<file path="config.mk">
export PLATFORM = sky130hd
export DESIGN_NAME = sdram_mem_top
export DESIGN_NICKNAME = d
export VERILOG_FILES = /design/src/verilog/sdram_pkg.sv /design/src/verilog/mem_arbiter.sv /design/src/verilog/mem_controller.sv /design/src/verilog/sdram_ctrl.sv /design/src/verilog/sdram_mem_top.sv
export SDC_FILE = /design/constraint.sdc
export NUM_CORES = 1
export LEC_CHECK = 0
export CAP_MARGIN = 0
export CORE_MARGIN = 2
export CORE_UTILIZATION = 30
export DETAILED_ROUTE_END_ITERATION = 6
export DONT_BUFFER_PORTS = 1
export SLEW_MARGIN = 20
export SYNTH_ARGS = -nofsm -noshare
export SYNTH_HDL_FRONTEND = slang
export SYNTH_SLANG_ARGS = --single-unit
</file>
<file path="constraint.sdc">
create_clock -name clk -period 4.2 [get_ports clk]
set_clock_uncertainty 0.2 [all_clocks]
set_input_delay 0 -clock clk [delete_from_list [all_inputs] [get_ports clk]]
set_output_delay 0 -clock clk [all_outputs]
set_load 0.02 [all_outputs]
</file>
<file path="src/verilog/sdram_pkg.sv">
/* SDRAM memory subsystem types */
package sdram_pkg;

    // word address, bank in the top bits
    typedef struct packed {
        logic [1:0]  bank;
        logic [10:0] row;
        logic [7:0]  col;
    } mem_addr_t;

    typedef logic [31:0] mem_data_t;
    typedef logic [3:0]  byte_mask_t;  // 1 writes that byte
    typedef logic        client_id_t;  // 0 is client a, 1 is client b

    typedef struct packed {
        logic       write;
        mem_addr_t  addr;
        mem_data_t  data;
        byte_mask_t mask;
    } mem_req_t;

    typedef struct packed {
        logic      valid;
        mem_data_t data;
    } mem_rsp_t;

    typedef struct packed {
        logic       read;
        logic       write;
        logic       refresh;
        client_id_t client_id;
        mem_req_t   req;
    } mem_op_t;

    typedef struct packed {
        logic        cke;
        logic        cs_n;
        logic        ras_n;
        logic        cas_n;
        logic        we_n;
        logic [1:0]  ba;
        logic [10:0] a;
        logic [3:0]  dqm;
    } sdram_pins_t;

    // values are {ras_n, cas_n, we_n}
    typedef enum logic [2:0] {
        CMD_NOP       = 3'b111,
        CMD_ACTIVE    = 3'b011,
        CMD_READ      = 3'b101,
        CMD_WRITE     = 3'b100,
        CMD_PRECHARGE = 3'b010,
        CMD_REFRESH   = 3'b001,
        CMD_MODE      = 3'b000
    } sdram_cmd_t;

endpackage
</file>
<file path="src/verilog/mem_arbiter.sv">
/* client queues and refresh arbiter */
`timescale 1ns/100ps

module mem_arbiter #(
    parameter int NUM_CREDITS      = 2,
    parameter int REFRESH_INTERVAL = 390
) (
    input  logic                 clk,
    input  logic                 resetn,
    input  logic                 req_a_valid,
    input  sdram_pkg::mem_req_t  req_a,
    input  logic                 req_b_valid,
    input  sdram_pkg::mem_req_t  req_b,
    input  logic                 busy,
    input  logic                 mem_initialized,
    output logic                 credit_a,
    output logic                 credit_b,
    output logic                 op_valid,
    output sdram_pkg::mem_op_t   op
);
    import sdram_pkg::*;

    localparam int PTR_W = (NUM_CREDITS > 1) ? $clog2(NUM_CREDITS) : 1;
    localparam int CNT_W = $clog2(NUM_CREDITS + 1);
    localparam int REF_W = $clog2(REFRESH_INTERVAL);

    mem_req_t         q_mem [2][NUM_CREDITS];  // request storage per client
    logic [PTR_W-1:0] wr_ptr [2];
    logic [PTR_W-1:0] rd_ptr [2];
    logic [CNT_W-1:0] q_cnt [2];
    mem_req_t         push_req [2];
    logic [1:0]       push;
    logic [1:0]       pop;
    logic [1:0]       q_nonempty;
    logic [REF_W-1:0] ref_cnt;
    logic             ref_pending;
    client_id_t       last_id;                 // last client served
    client_id_t       pick_id;

    function automatic logic [PTR_W-1:0] next_ptr(input logic [PTR_W-1:0] p);
        return (p == PTR_W'(NUM_CREDITS - 1)) ? '0 : p + 1'b1;
    endfunction

    assign push        = {req_b_valid, req_a_valid};
    assign push_req[0] = req_a;
    assign push_req[1] = req_b;

    always_comb begin
        for (int c = 0; c < 2; c++) begin
            q_nonempty[c] = (q_cnt[c] != '0);
        end
        // alternate only when both wait
        pick_id  = (q_nonempty == 2'b11) ? ~last_id : q_nonempty[1];
        op_valid = !busy && (ref_pending || q_nonempty != 2'b00);
        op       = '0;
        pop      = '0;
        if (ref_pending) begin
            op.refresh = 1'b1;                 // refresh beats both queues
        end else if (q_nonempty != 2'b00) begin
            op.req       = q_mem[pick_id][rd_ptr[pick_id]];
            op.client_id = pick_id;
            op.write     = op.req.write;
            op.read      = !op.req.write;
            pop[pick_id] = !busy;
        end
    end

    always_ff @(posedge clk) begin
        for (int c = 0; c < 2; c++) begin
            if (push[c]) begin
                q_mem[c][wr_ptr[c]] <= push_req[c];
            end
        end
    end

    always_ff @(posedge clk) begin
        if (!resetn) begin
            for (int c = 0; c < 2; c++) begin
                wr_ptr[c] <= '0;
                rd_ptr[c] <= '0;
                q_cnt[c]  <= '0;
            end
            credit_a    <= 1'b0;
            credit_b    <= 1'b0;
            last_id     <= 1'b1;
            ref_cnt     <= '0;
            ref_pending <= 1'b0;
        end else begin
            for (int c = 0; c < 2; c++) begin
                if (push[c]) begin
                    wr_ptr[c] <= next_ptr(wr_ptr[c]);
                end
                if (pop[c]) begin
                    rd_ptr[c] <= next_ptr(rd_ptr[c]);
                end
                q_cnt[c] <= q_cnt[c] + CNT_W'(push[c]) - CNT_W'(pop[c]);
            end
            credit_a <= pop[0];  // one credit back per dequeue
            credit_b <= pop[1];
            if (pop != 2'b00) begin
                last_id <= pick_id;
            end
            if (op_valid && ref_pending) begin
                ref_pending <= 1'b0;
            end
            if (mem_initialized) begin
                if (ref_cnt == REF_W'(REFRESH_INTERVAL - 1)) begin
                    ref_cnt     <= '0;
                    ref_pending <= 1'b1;
                end else begin
                    ref_cnt <= ref_cnt + 1'b1;
                end
            end
        end
    end

endmodule

</file>
<file path="src/verilog/mem_controller.sv">
/* memory operation controller */
`timescale 1ns/100ps

module mem_controller (
    input  logic                  clk,
    input  logic                  resetn,
    input  logic                  op_valid,
    input  sdram_pkg::mem_op_t    op,
    input  logic                  drv_busy,
    input  logic                  drv_data_ready,
    input  sdram_pkg::mem_data_t  drv_dout,
    output logic                  busy,
    output logic                  mem_initialized,
    output logic                  fault,
    output sdram_pkg::mem_rsp_t   rsp_a,
    output sdram_pkg::mem_rsp_t   rsp_b,
    output logic                  drv_rd,
    output logic                  drv_wr,
    output logic                  drv_refresh,
    output sdram_pkg::mem_addr_t  drv_addr,
    output sdram_pkg::mem_data_t  drv_din,
    output sdram_pkg::byte_mask_t drv_mask
);
    import sdram_pkg::*;

    logic       accept;
    logic       drv_started;  // driver has picked up the strobe
    logic       op_read;
    client_id_t op_id;

    assign accept = mem_initialized && !busy && op_valid;

    always_ff @(posedge clk) begin
        if (!resetn) begin
            busy            <= 1'b1;
            mem_initialized <= 1'b0;
            fault           <= 1'b0;
            drv_rd          <= 1'b0;
            drv_wr          <= 1'b0;
            drv_refresh     <= 1'b0;
            drv_started     <= 1'b0;
            op_read         <= 1'b0;
            rsp_a.valid     <= 1'b0;
            rsp_b.valid     <= 1'b0;
        end else begin
            drv_rd      <= accept && op.read;
            drv_wr      <= accept && op.write;
            drv_refresh <= accept && op.refresh;
            rsp_a.valid <= 1'b0;
            rsp_b.valid <= 1'b0;
            if (!mem_initialized) begin
                if (!drv_busy) begin  // power-up sequence done
                    mem_initialized <= 1'b1;
                    busy            <= 1'b0;
                end
            end else if (accept) begin
                busy        <= 1'b1;
                drv_started <= 1'b0;
                op_read     <= op.read;
            end else if (busy && !drv_started) begin
                drv_started <= drv_busy;
            end else if (busy && !drv_busy) begin
                busy        <= 1'b0;
                drv_started <= 1'b0;
                op_read     <= 1'b0;
                if (op_read) begin
                    fault       <= fault | !drv_data_ready;  // sticky
                    rsp_a.valid <= drv_data_ready && (op_id == 1'b0);
                    rsp_b.valid <= drv_data_ready && (op_id == 1'b1);
                    if (op_id == 1'b0) begin
                        rsp_a.data <= drv_dout;
                    end else begin
                        rsp_b.data <= drv_dout;
                    end
                end
            end
        end
    end

    // held for the whole operation
    always_ff @(posedge clk) begin
        if (accept) begin
            drv_addr <= op.req.addr;
            drv_din  <= op.req.data;
            drv_mask <= op.req.mask;
            op_id    <= op.client_id;
        end
    end

endmodule

</file>
<file path="src/verilog/sdram_ctrl.sv">
/* SDRAM command sequencer */
`timescale 1ns/100ps

module sdram_ctrl #(
    parameter int INIT_CYCLES = 200,
    parameter int CAS_LATENCY = 2
) (
    input  logic                  clk,
    input  logic                  resetn,
    input  logic                  rd,
    input  logic                  wr,
    input  logic                  refresh,
    input  sdram_pkg::mem_addr_t  addr,
    input  sdram_pkg::mem_data_t  din,
    input  sdram_pkg::byte_mask_t mask,
    input  sdram_pkg::mem_data_t  dq_in,
    output sdram_pkg::mem_data_t  dout,
    output logic                  busy,
    output logic                  data_ready,
    output sdram_pkg::sdram_pins_t pins,
    output sdram_pkg::mem_data_t  dq_out,
    output logic                  dq_oe
);
    import sdram_pkg::*;

    localparam int CNT_W = $clog2(INIT_CYCLES + 32);

    // init sequence steps after the power-up wait
    localparam logic [CNT_W-1:0] SEQ_PRE  = CNT_W'(0);
    localparam logic [CNT_W-1:0] SEQ_REF1 = CNT_W'(2);
    localparam logic [CNT_W-1:0] SEQ_REF2 = CNT_W'(10);
    localparam logic [CNT_W-1:0] SEQ_MODE = CNT_W'(18);
    localparam logic [CNT_W-1:0] SEQ_END  = CNT_W'(29);
    localparam logic [CNT_W-1:0] RCD_END  = CNT_W'(1);
    localparam logic [CNT_W-1:0] WR_END   = CNT_W'(1);
    localparam logic [CNT_W-1:0] RFC_END  = CNT_W'(5);
    localparam logic [CNT_W-1:0] CAS_END  = CNT_W'(CAS_LATENCY - 1);

    // burst length 1, sequential, programmed CAS latency
    localparam logic [10:0] MODE_WORD = {4'b0000, 3'(CAS_LATENCY), 4'b0000};

    typedef enum logic [2:0] {
        ST_INIT_WAIT, ST_INIT_SEQ, ST_IDLE, ST_ACTIVE, ST_READ, ST_WRITE, ST_REFRESH
    } state_t;

    state_t           state;
    logic [CNT_W-1:0] cnt;
    sdram_cmd_t       cmd;
    logic [1:0]       ba_r;
    logic [10:0]      a_r;
    logic [3:0]       dqm_r;
    logic             is_write;

    assign pins = {1'b1, 1'b0, cmd, ba_r, a_r, dqm_r};  // cke high, chip always selected

    always_ff @(posedge clk) begin
        if (!resetn) begin
            state      <= ST_INIT_WAIT;
            cnt        <= '0;
            busy       <= 1'b1;
            cmd        <= CMD_NOP;
            dq_oe      <= 1'b0;
            data_ready <= 1'b0;
            dqm_r      <= '0;
        end else begin
            cmd        <= CMD_NOP;
            dq_oe      <= 1'b0;
            data_ready <= 1'b0;
            dqm_r      <= '0;
            cnt        <= cnt + 1'b1;
            case (state)
                ST_INIT_WAIT: begin
                    if (cnt == CNT_W'(INIT_CYCLES - 1)) begin
                        state <= ST_INIT_SEQ;
                        cnt   <= '0;
                    end
                end
                ST_INIT_SEQ: begin
                    if (cnt == SEQ_PRE) begin
                        cmd     <= CMD_PRECHARGE;
                        a_r[10] <= 1'b1;  // all banks
                    end else if (cnt == SEQ_REF1 || cnt == SEQ_REF2) begin
                        cmd <= CMD_REFRESH;
                    end else if (cnt == SEQ_MODE) begin
                        cmd  <= CMD_MODE;
                        ba_r <= 2'b00;
                        a_r  <= MODE_WORD;
                    end else if (cnt == SEQ_END) begin
                        state <= ST_IDLE;
                        busy  <= 1'b0;
                    end
                end
                ST_IDLE: begin
                    cnt <= '0;
                    if (refresh) begin
                        cmd   <= CMD_REFRESH;
                        busy  <= 1'b1;
                        state <= ST_REFRESH;
                    end else if (rd || wr) begin
                        cmd      <= CMD_ACTIVE;
                        ba_r     <= addr.bank;
                        a_r      <= addr.row;
                        is_write <= wr;
                        busy     <= 1'b1;
                        state    <= ST_ACTIVE;
                    end
                end
                ST_ACTIVE: begin
                    if (cnt == RCD_END) begin  // tRCD met
                        cmd <= is_write ? CMD_WRITE : CMD_READ;
                        a_r <= {3'b100, addr.col};  // a10 set for auto-precharge
                        cnt <= '0;
                        if (is_write) begin
                            dq_out <= din;
                            dq_oe  <= 1'b1;
                            dqm_r  <= ~mask;
                            state  <= ST_WRITE;
                        end else begin
                            state <= ST_READ;
                        end
                    end
                end
                // data expected on dq_in CAS_LATENCY edges after the read edge
                ST_READ: begin
                    if (cnt == CAS_END) begin
                        dout       <= dq_in;
                        data_ready <= 1'b1;
                        busy       <= 1'b0;
                        state      <= ST_IDLE;
                    end
                end
                ST_WRITE: begin
                    if (cnt == WR_END) begin  // write recovery
                        busy  <= 1'b0;
                        state <= ST_IDLE;
                    end
                end
                ST_REFRESH: begin
                    if (cnt == RFC_END) begin
                        busy  <= 1'b0;
                        state <= ST_IDLE;
                    end
                end
                default: state <= ST_IDLE;
            endcase
        end
    end

endmodule

</file>
<file path="src/verilog/sdram_mem_top.sv">
/* SDRAM memory subsystem */
`timescale 1ns/100ps

module sdram_mem_top #(
    parameter int NUM_CREDITS      = 2,
    parameter int REFRESH_INTERVAL = 390,
    parameter int INIT_CYCLES      = 200,
    parameter int CAS_LATENCY      = 2
) (
    input  logic                   clk,
    input  logic                   resetn,
    input  logic                   req_a_valid,
    input  sdram_pkg::mem_req_t    req_a,
    input  logic                   req_b_valid,
    input  sdram_pkg::mem_req_t    req_b,
    input  sdram_pkg::mem_data_t   dq_in,
    output logic                   credit_a,
    output logic                   credit_b,
    output sdram_pkg::mem_rsp_t    rsp_a,
    output sdram_pkg::mem_rsp_t    rsp_b,
    output logic                   mem_initialized,
    output logic                   fault,
    output sdram_pkg::sdram_pins_t pins,
    output sdram_pkg::mem_data_t   dq_out,
    output logic                   dq_oe
);
    import sdram_pkg::*;

    logic       op_valid;
    mem_op_t    op;
    logic       busy;
    logic       drv_rd;
    logic       drv_wr;
    logic       drv_refresh;
    mem_addr_t  drv_addr;
    mem_data_t  drv_din;
    mem_data_t  drv_dout;
    byte_mask_t drv_mask;
    logic       drv_busy;
    logic       drv_data_ready;

    mem_arbiter #(
        .NUM_CREDITS      (NUM_CREDITS),
        .REFRESH_INTERVAL (REFRESH_INTERVAL)
    ) u_arbiter (
        .clk             (clk),
        .resetn          (resetn),
        .req_a_valid     (req_a_valid),
        .req_a           (req_a),
        .req_b_valid     (req_b_valid),
        .req_b           (req_b),
        .busy            (busy),
        .mem_initialized (mem_initialized),
        .credit_a        (credit_a),
        .credit_b        (credit_b),
        .op_valid        (op_valid),
        .op              (op)
    );

    mem_controller u_controller (
        .clk             (clk),
        .resetn          (resetn),
        .op_valid        (op_valid),
        .op              (op),
        .drv_busy        (drv_busy),
        .drv_data_ready  (drv_data_ready),
        .drv_dout        (drv_dout),
        .busy            (busy),
        .mem_initialized (mem_initialized),
        .fault           (fault),
        .rsp_a           (rsp_a),
        .rsp_b           (rsp_b),
        .drv_rd          (drv_rd),
        .drv_wr          (drv_wr),
        .drv_refresh     (drv_refresh),
        .drv_addr        (drv_addr),
        .drv_din         (drv_din),
        .drv_mask        (drv_mask)
    );

    sdram_ctrl #(
        .INIT_CYCLES (INIT_CYCLES),
        .CAS_LATENCY (CAS_LATENCY)
    ) u_sdram (
        .clk        (clk),
        .resetn     (resetn),
        .rd         (drv_rd),
        .wr         (drv_wr),
        .refresh    (drv_refresh),
        .addr       (drv_addr),
        .din        (drv_din),
        .mask       (drv_mask),
        .dq_in      (dq_in),
        .dout       (drv_dout),
        .busy       (drv_busy),
        .data_ready (drv_data_ready),
        .pins       (pins),
        .dq_out     (dq_out),
        .dq_oe      (dq_oe)
    );

endmodule

</file>
==> impl_results.html <==
<table>
<tr><th>Metric</th><th>Value</th></tr>
<tr><th colspan="2">Timing</th></tr>
<tr><td>Transition time at the pin with the least slew margin</td><td>1.00 ns</td></tr>
<tr><td>Final number of max-transition violations</td><td>0</td></tr>
<tr><td>Final-layout setup total negative slack</td><td>0 ns</td></tr>
<tr><td>Endpoints failing hold</td><td>0</td></tr>
<tr><td>RSZ-0062 raised after global routing</td><td>no</td></tr>
<tr><td>Number of setup violations in the final report</td><td>0</td></tr>
<tr><td>Highest achievable clock rate</td><td>0.334 GHz</td></tr>
<tr><td>Crit share post-route</td><td>71.4%</td></tr>
<tr><td>Final period demand of the worst path</td><td>about 3 ns</td></tr>
<tr><td>Remaining max-slew budget at the tightest pin</td><td>33.0%</td></tr>
<tr><th colspan="2">Global route</th></tr>
<tr><td>Number of antenna violations at the first check in global routing</td><td>4</td></tr>
<tr><td>Global-route wire length before repair</td><td>62500 um</td></tr>
<tr><td>All-Layer GR Usage</td><td>a little over an eighth</td></tr>
<tr><td>Vias in the first global route</td><td>10200</td></tr>
<tr><td>Largest net degree at the start of global routing</td><td>60</td></tr>
<tr><td>Aggregate global routing overflow</td><td>0</td></tr>
<tr><th colspan="2">Drt</th></tr>
<tr><td>DRC violation total after the first TritonRoute iteration</td><td>approximately 620</td></tr>
<tr><td>First-pass iteration count of the detailed router</td><td>5</td></tr>
<tr><td>Total DRC errors in the routed layout</td><td>0</td></tr>
<tr><td>Vias per cell</td><td>~4.6</td></tr>
<tr><td>Routed Antenna Nets</td><td>0</td></tr>
<tr><td>Post-detailed-routing wire length</td><td>42300 um</td></tr>
<tr><td>Routed wire length per instance</td><td>~20 um</td></tr>
<tr><td>Vias post-DR</td><td>9840</td></tr>
<tr><th colspan="2">Placement</th></tr>
<tr><td>Area post-placement</td><td>between 15000 and 20000 sq um</td></tr>
<tr><td>Gpl congestion</td><td>0.842</td></tr>
<tr><td>Number of I/O port buffers</td><td>0</td></tr>
<tr><td>Placed wire-length estimate</td><td>roughly 26000 um</td></tr>
<tr><th colspan="2">Yosys</th></tr>
<tr><td>Number of flops mapped to enable cells by yosys</td><td>436</td></tr>
<tr><td>Post-synth top area cell</td><td>edfxtp_1</td></tr>
<tr><td>Post-synth design cell area</td><td>17600 sq um</td></tr>
<tr><td>Sequential-to-total area share from yosys stat</td><td>80.0%</td></tr>
<tr><td>Post-synth top area share</td><td>about 75%</td></tr>
<tr><td>Mean cell area of the mapped netlist</td><td>around 17 sq um</td></tr>
<tr><td>Gate count of the mapped netlist</td><td>1008</td></tr>
<tr><td>Number of register bits inferred by synthesis</td><td>484</td></tr>
<tr><td>Post-Synthesis Net Count</td><td>1170</td></tr>
<tr><td>Biggest area contributors in the synthesized netlist</td><td>edfxtp_1 (75%), dfxtp_1 (5.5%), a211oi_1 (4.9%)</td></tr>
<tr><td>Synth cell types</td><td>48</td></tr>
<tr><td>Synthesis warning total</td><td>0</td></tr>
<tr><td>Async set-or-reset flop fraction in the synthesized netlist</td><td>0%</td></tr>
<tr><td>Ys flop type</td><td>edfxtp_1</td></tr>
<tr><th colspan="2">Critical path</th></tr>
<tr><td>Worst setup path class</td><td>reg2reg</td></tr>
<tr><td>CP Data Required Time</td><td>4.31 ns</td></tr>
<tr><td>Critical path, cell by cell</td><td>or4_1 -&gt; o21ai_0 -&gt; clkinv_2 -&gt; buf_4</td></tr>
<tr><td>Worst endpoint data arrival time</td><td>around 3.1 ns</td></tr>
<tr><td>Max FO, Critical Path</td><td>36</td></tr>
<tr><td>CP endpoint kind</td><td>register</td></tr>
<tr><td>CP Launch Type</td><td>register</td></tr>
<tr><td>CP max-delay cell</td><td>clkinv_2</td></tr>
<tr><td>Max incr delay on CP</td><td>0.66 ns</td></tr>
<tr><th colspan="2">Final layout</th></tr>
<tr><td>Filler cells</td><td>between 5000 and 6000</td></tr>
<tr><td>Register area</td><td>14100 sq um</td></tr>
<tr><td>Fraction of layout instances using a drive strength above 1</td><td>8.20%</td></tr>
<tr><td>Share of the core filled with cells in the final layout</td><td>40.1%</td></tr>
<tr><td>Total Nets Final</td><td>around 1500</td></tr>
<tr><td>Synthesis-to-layout area growth</td><td>32.0%</td></tr>
<tr><td>Post-route design area</td><td>roughly 23000 sq um</td></tr>
<tr><td>Area of combinational cells with multiple inputs</td><td>3250 sq um</td></tr>
<tr><th colspan="2">Clocking</th></tr>
<tr><td>Number of gates given a new drive strength after cts</td><td>0</td></tr>
<tr><td>Bufs on Longest Clock Path</td><td>3</td></tr>
<tr><td>Total CTS buffers</td><td>52</td></tr>
<tr><td>Clk root buf</td><td>clkbuf_16</td></tr>
<tr><td>Setup Buffers After CTS</td><td>0</td></tr>
<tr><td>H-tree Lvls</td><td>2</td></tr>
<tr><td>CTS tree</td><td>done</td></tr>
<tr><td>Clock latency on the worst-skew pair</td><td>0.61 ns</td></tr>
<tr><td>Clock-pin slew on the worst setup and hold paths</td><td>0.06 ns</td></tr>
<tr><td>Number of hold-repair buffers added at the cts stage</td><td>301</td></tr>
<tr><td>TritonCTS sink count</td><td>484</td></tr>
<tr><th colspan="2">Job</th></tr>
<tr><td>Max-capacitance violation count</td><td>0</td></tr>
<tr><th colspan="2">Outcome</th></tr>
<tr><td>Result of the run</td><td>finished, final reports clean</td></tr>
<tr><th colspan="2">Power</th></tr>
<tr><td>Total power density per cell area</td><td>between 400 and 500 nW/um^2</td></tr>
<tr><td>Worst-case vdd ir drop</td><td>0.000391 V</td></tr>
<tr><td>Static leakage</td><td>between 7 and 8 nW</td></tr>
<tr><th colspan="2">Floorplan</th></tr>
<tr><td>Core area</td><td>slightly below 60000 sq um</td></tr>
<tr><td>Boundary Pins</td><td>approximately 280</td></tr>
<tr><td>Vertical die dimension</td><td>246 um</td></tr>
<tr><td>Full die area</td><td>60500 sq um</td></tr>
<tr><td>Chip width</td><td>246 um</td></tr>
<tr><td>Placement row count</td><td>88</td></tr>
<tr><td>Initial Util</td><td>a little under a third</td></tr>
<tr><th colspan="2">Hold path</th></tr>
<tr><td>Type of the most critical hold path</td><td>in2reg</td></tr>
</table>
## cells in the final DEF (no fill, tap or decap), types with 3 or more instances in the layout
cell type	Yosys	final
or3_1	4	4
clkbuf_1	42	14
bufinv_16	0	5
nand2b_1	5	4
clkbuf_16	0	52
nor3_1	7	7
a21boi_0	3	3
nand3_1	9	9
mux2i_1	61	61
edfxtp_1	436	436
a21oi_1	8	8
nor4_1	4	4
nor2_1	39	37
buf_4	2	15
nand4_1	6	6
and3_1	6	6
nor3b_1	5	5
ha_1	10	10
xnor2_1	8	8
dlygate4sd3_1	0	300
clkinv_1	0	4
and4_1	3	3
nor2b_1	65	63
dfxtp_1	48	48
clkinvlp_4	0	6
diode_2	0	3
a22o_1	7	7
clkinv_2	0	6
inv_1	20	18
and2_1	12	10
xor2_1	10	10
inv_6	0	6
nand2_1	24	24
o21ai_0	15	15
a211oi_1	115	115
## metrics by stage
step                total power [mW]  std cells  setup WS (ns)  hold slack (ns)
floorplan                       5.90       1008          0.539           -0.101
global placement                6.03       1735           1.22           -0.115
detailed placement              6.04       1735           1.18           -0.114
CTS                             10.8       2131           1.15           0.0446
global route                    11.1       2134           1.00           0.0806
finish                          10.7       2134           1.20           0.0806
## report_power, final
group          internal, mW  total, mW  switching, mW
logic                 0.341      0.740          0.399
clock network          2.62       4.53           1.91
registers              5.41       5.46         0.0441
## cell usage after synthesis (2+ instances only)
cell type / count
a211oi_1: 115
a21boi_0: 3
a21oi_1: 8
a22o_1: 7
and2_1: 12
and3_1: 6
and3b_1: 2
and4_1: 3
buf_1: 4
buf_2: 6
buf_4: 2
clkbuf_1: 42
conb_1: 2
dfxtp_1: 48
edfxtp_1: 436
ha_1: 10
inv_1: 20
mux2i_1: 61
nand2_1: 24
nand2b_1: 5
nand3_1: 9
nand4_1: 6
nor2_1: 39
nor2b_1: 65
nor3_1: 7
nor3b_1: 5
nor4_1: 4
o2111ai_1: 2
o211ai_1: 2
o21a_1: 2
o21ai_0: 15
or3_1: 4
xnor2_1: 8
xor2_1: 10
## final cells by class
type	count	share of cell area (%)
antenna	3	0.0324
clock buffer	66	5.84
clock inverter	29	1.45
inverter	20	0.329
multi-input combinational	450	14.0
sequential	484	60.6
tap	765	4.13
timing repair buffer	317	13.6
## routing by layer
layer,global-route usage [%],routed length (um),vias up
met4,5.12,1120,0
met3,3.83,2880,77
met1,16.6,17600,4874
met5,0,0,-
met2,23.3,20600,344
li1,-,-,4545
## worst max-delay path, delay by kind of cell (launching register included)
family | cells | cell delay [ns]
AOI/OAI and AO/OA | 1 | 0.37
buffers and inverters | 2 | 1.16
DFF | 1 | 0.35
and+or+nand+nor | 1 | 0.58
## cells by family after synthesis
group / Yosys count / share of synthesized area [%]
flops: 484 / 80.0
simple gates: 197 / 6.22
compound gates: 161 / 6.89
buf+inv: 74 / 1.67
mux: 62 / 3.54
xor+xnor: 18 / 0.898
fa+ha+maj: 10 / 0.713
other cells: 2 / 0.0428
## sequential cells by signal, summed over array words and instances (netlist names), 4 cells and up
signal	cells
u_controller.rsp_b	33
u_sdram.dout	32
u_controller.drv_addr	21
u_sdram.dq_out	32
u_arbiter.ref_cnt	9
u_sdram.dqm_r	4
u_controller.drv_mask	4
u_controller.rsp_a	33
u_sdram.cnt	8
u_controller.drv_din	32
u_sdram.a_r	11
u_arbiter.q_mem	232
u_arbiter.q_cnt	4
## final timing paths
kind         cells past startpoint                      from  slack (ns)                        to
max                              4     u_arbiter.q_cnt[0][3]        1.20  u_controller.drv_din[10]
max reg2reg                      4     u_arbiter.q_cnt[0][3]        1.20  u_controller.drv_din[10]
min reg2reg                      0  u_controller.drv_din[18]        0.21        u_sdram.dq_out[18]
min                              2               req_a_valid        0.08    u_arbiter.wr_ptr[0][0]
Note: power is estimated with default switching activity, not from simulation.
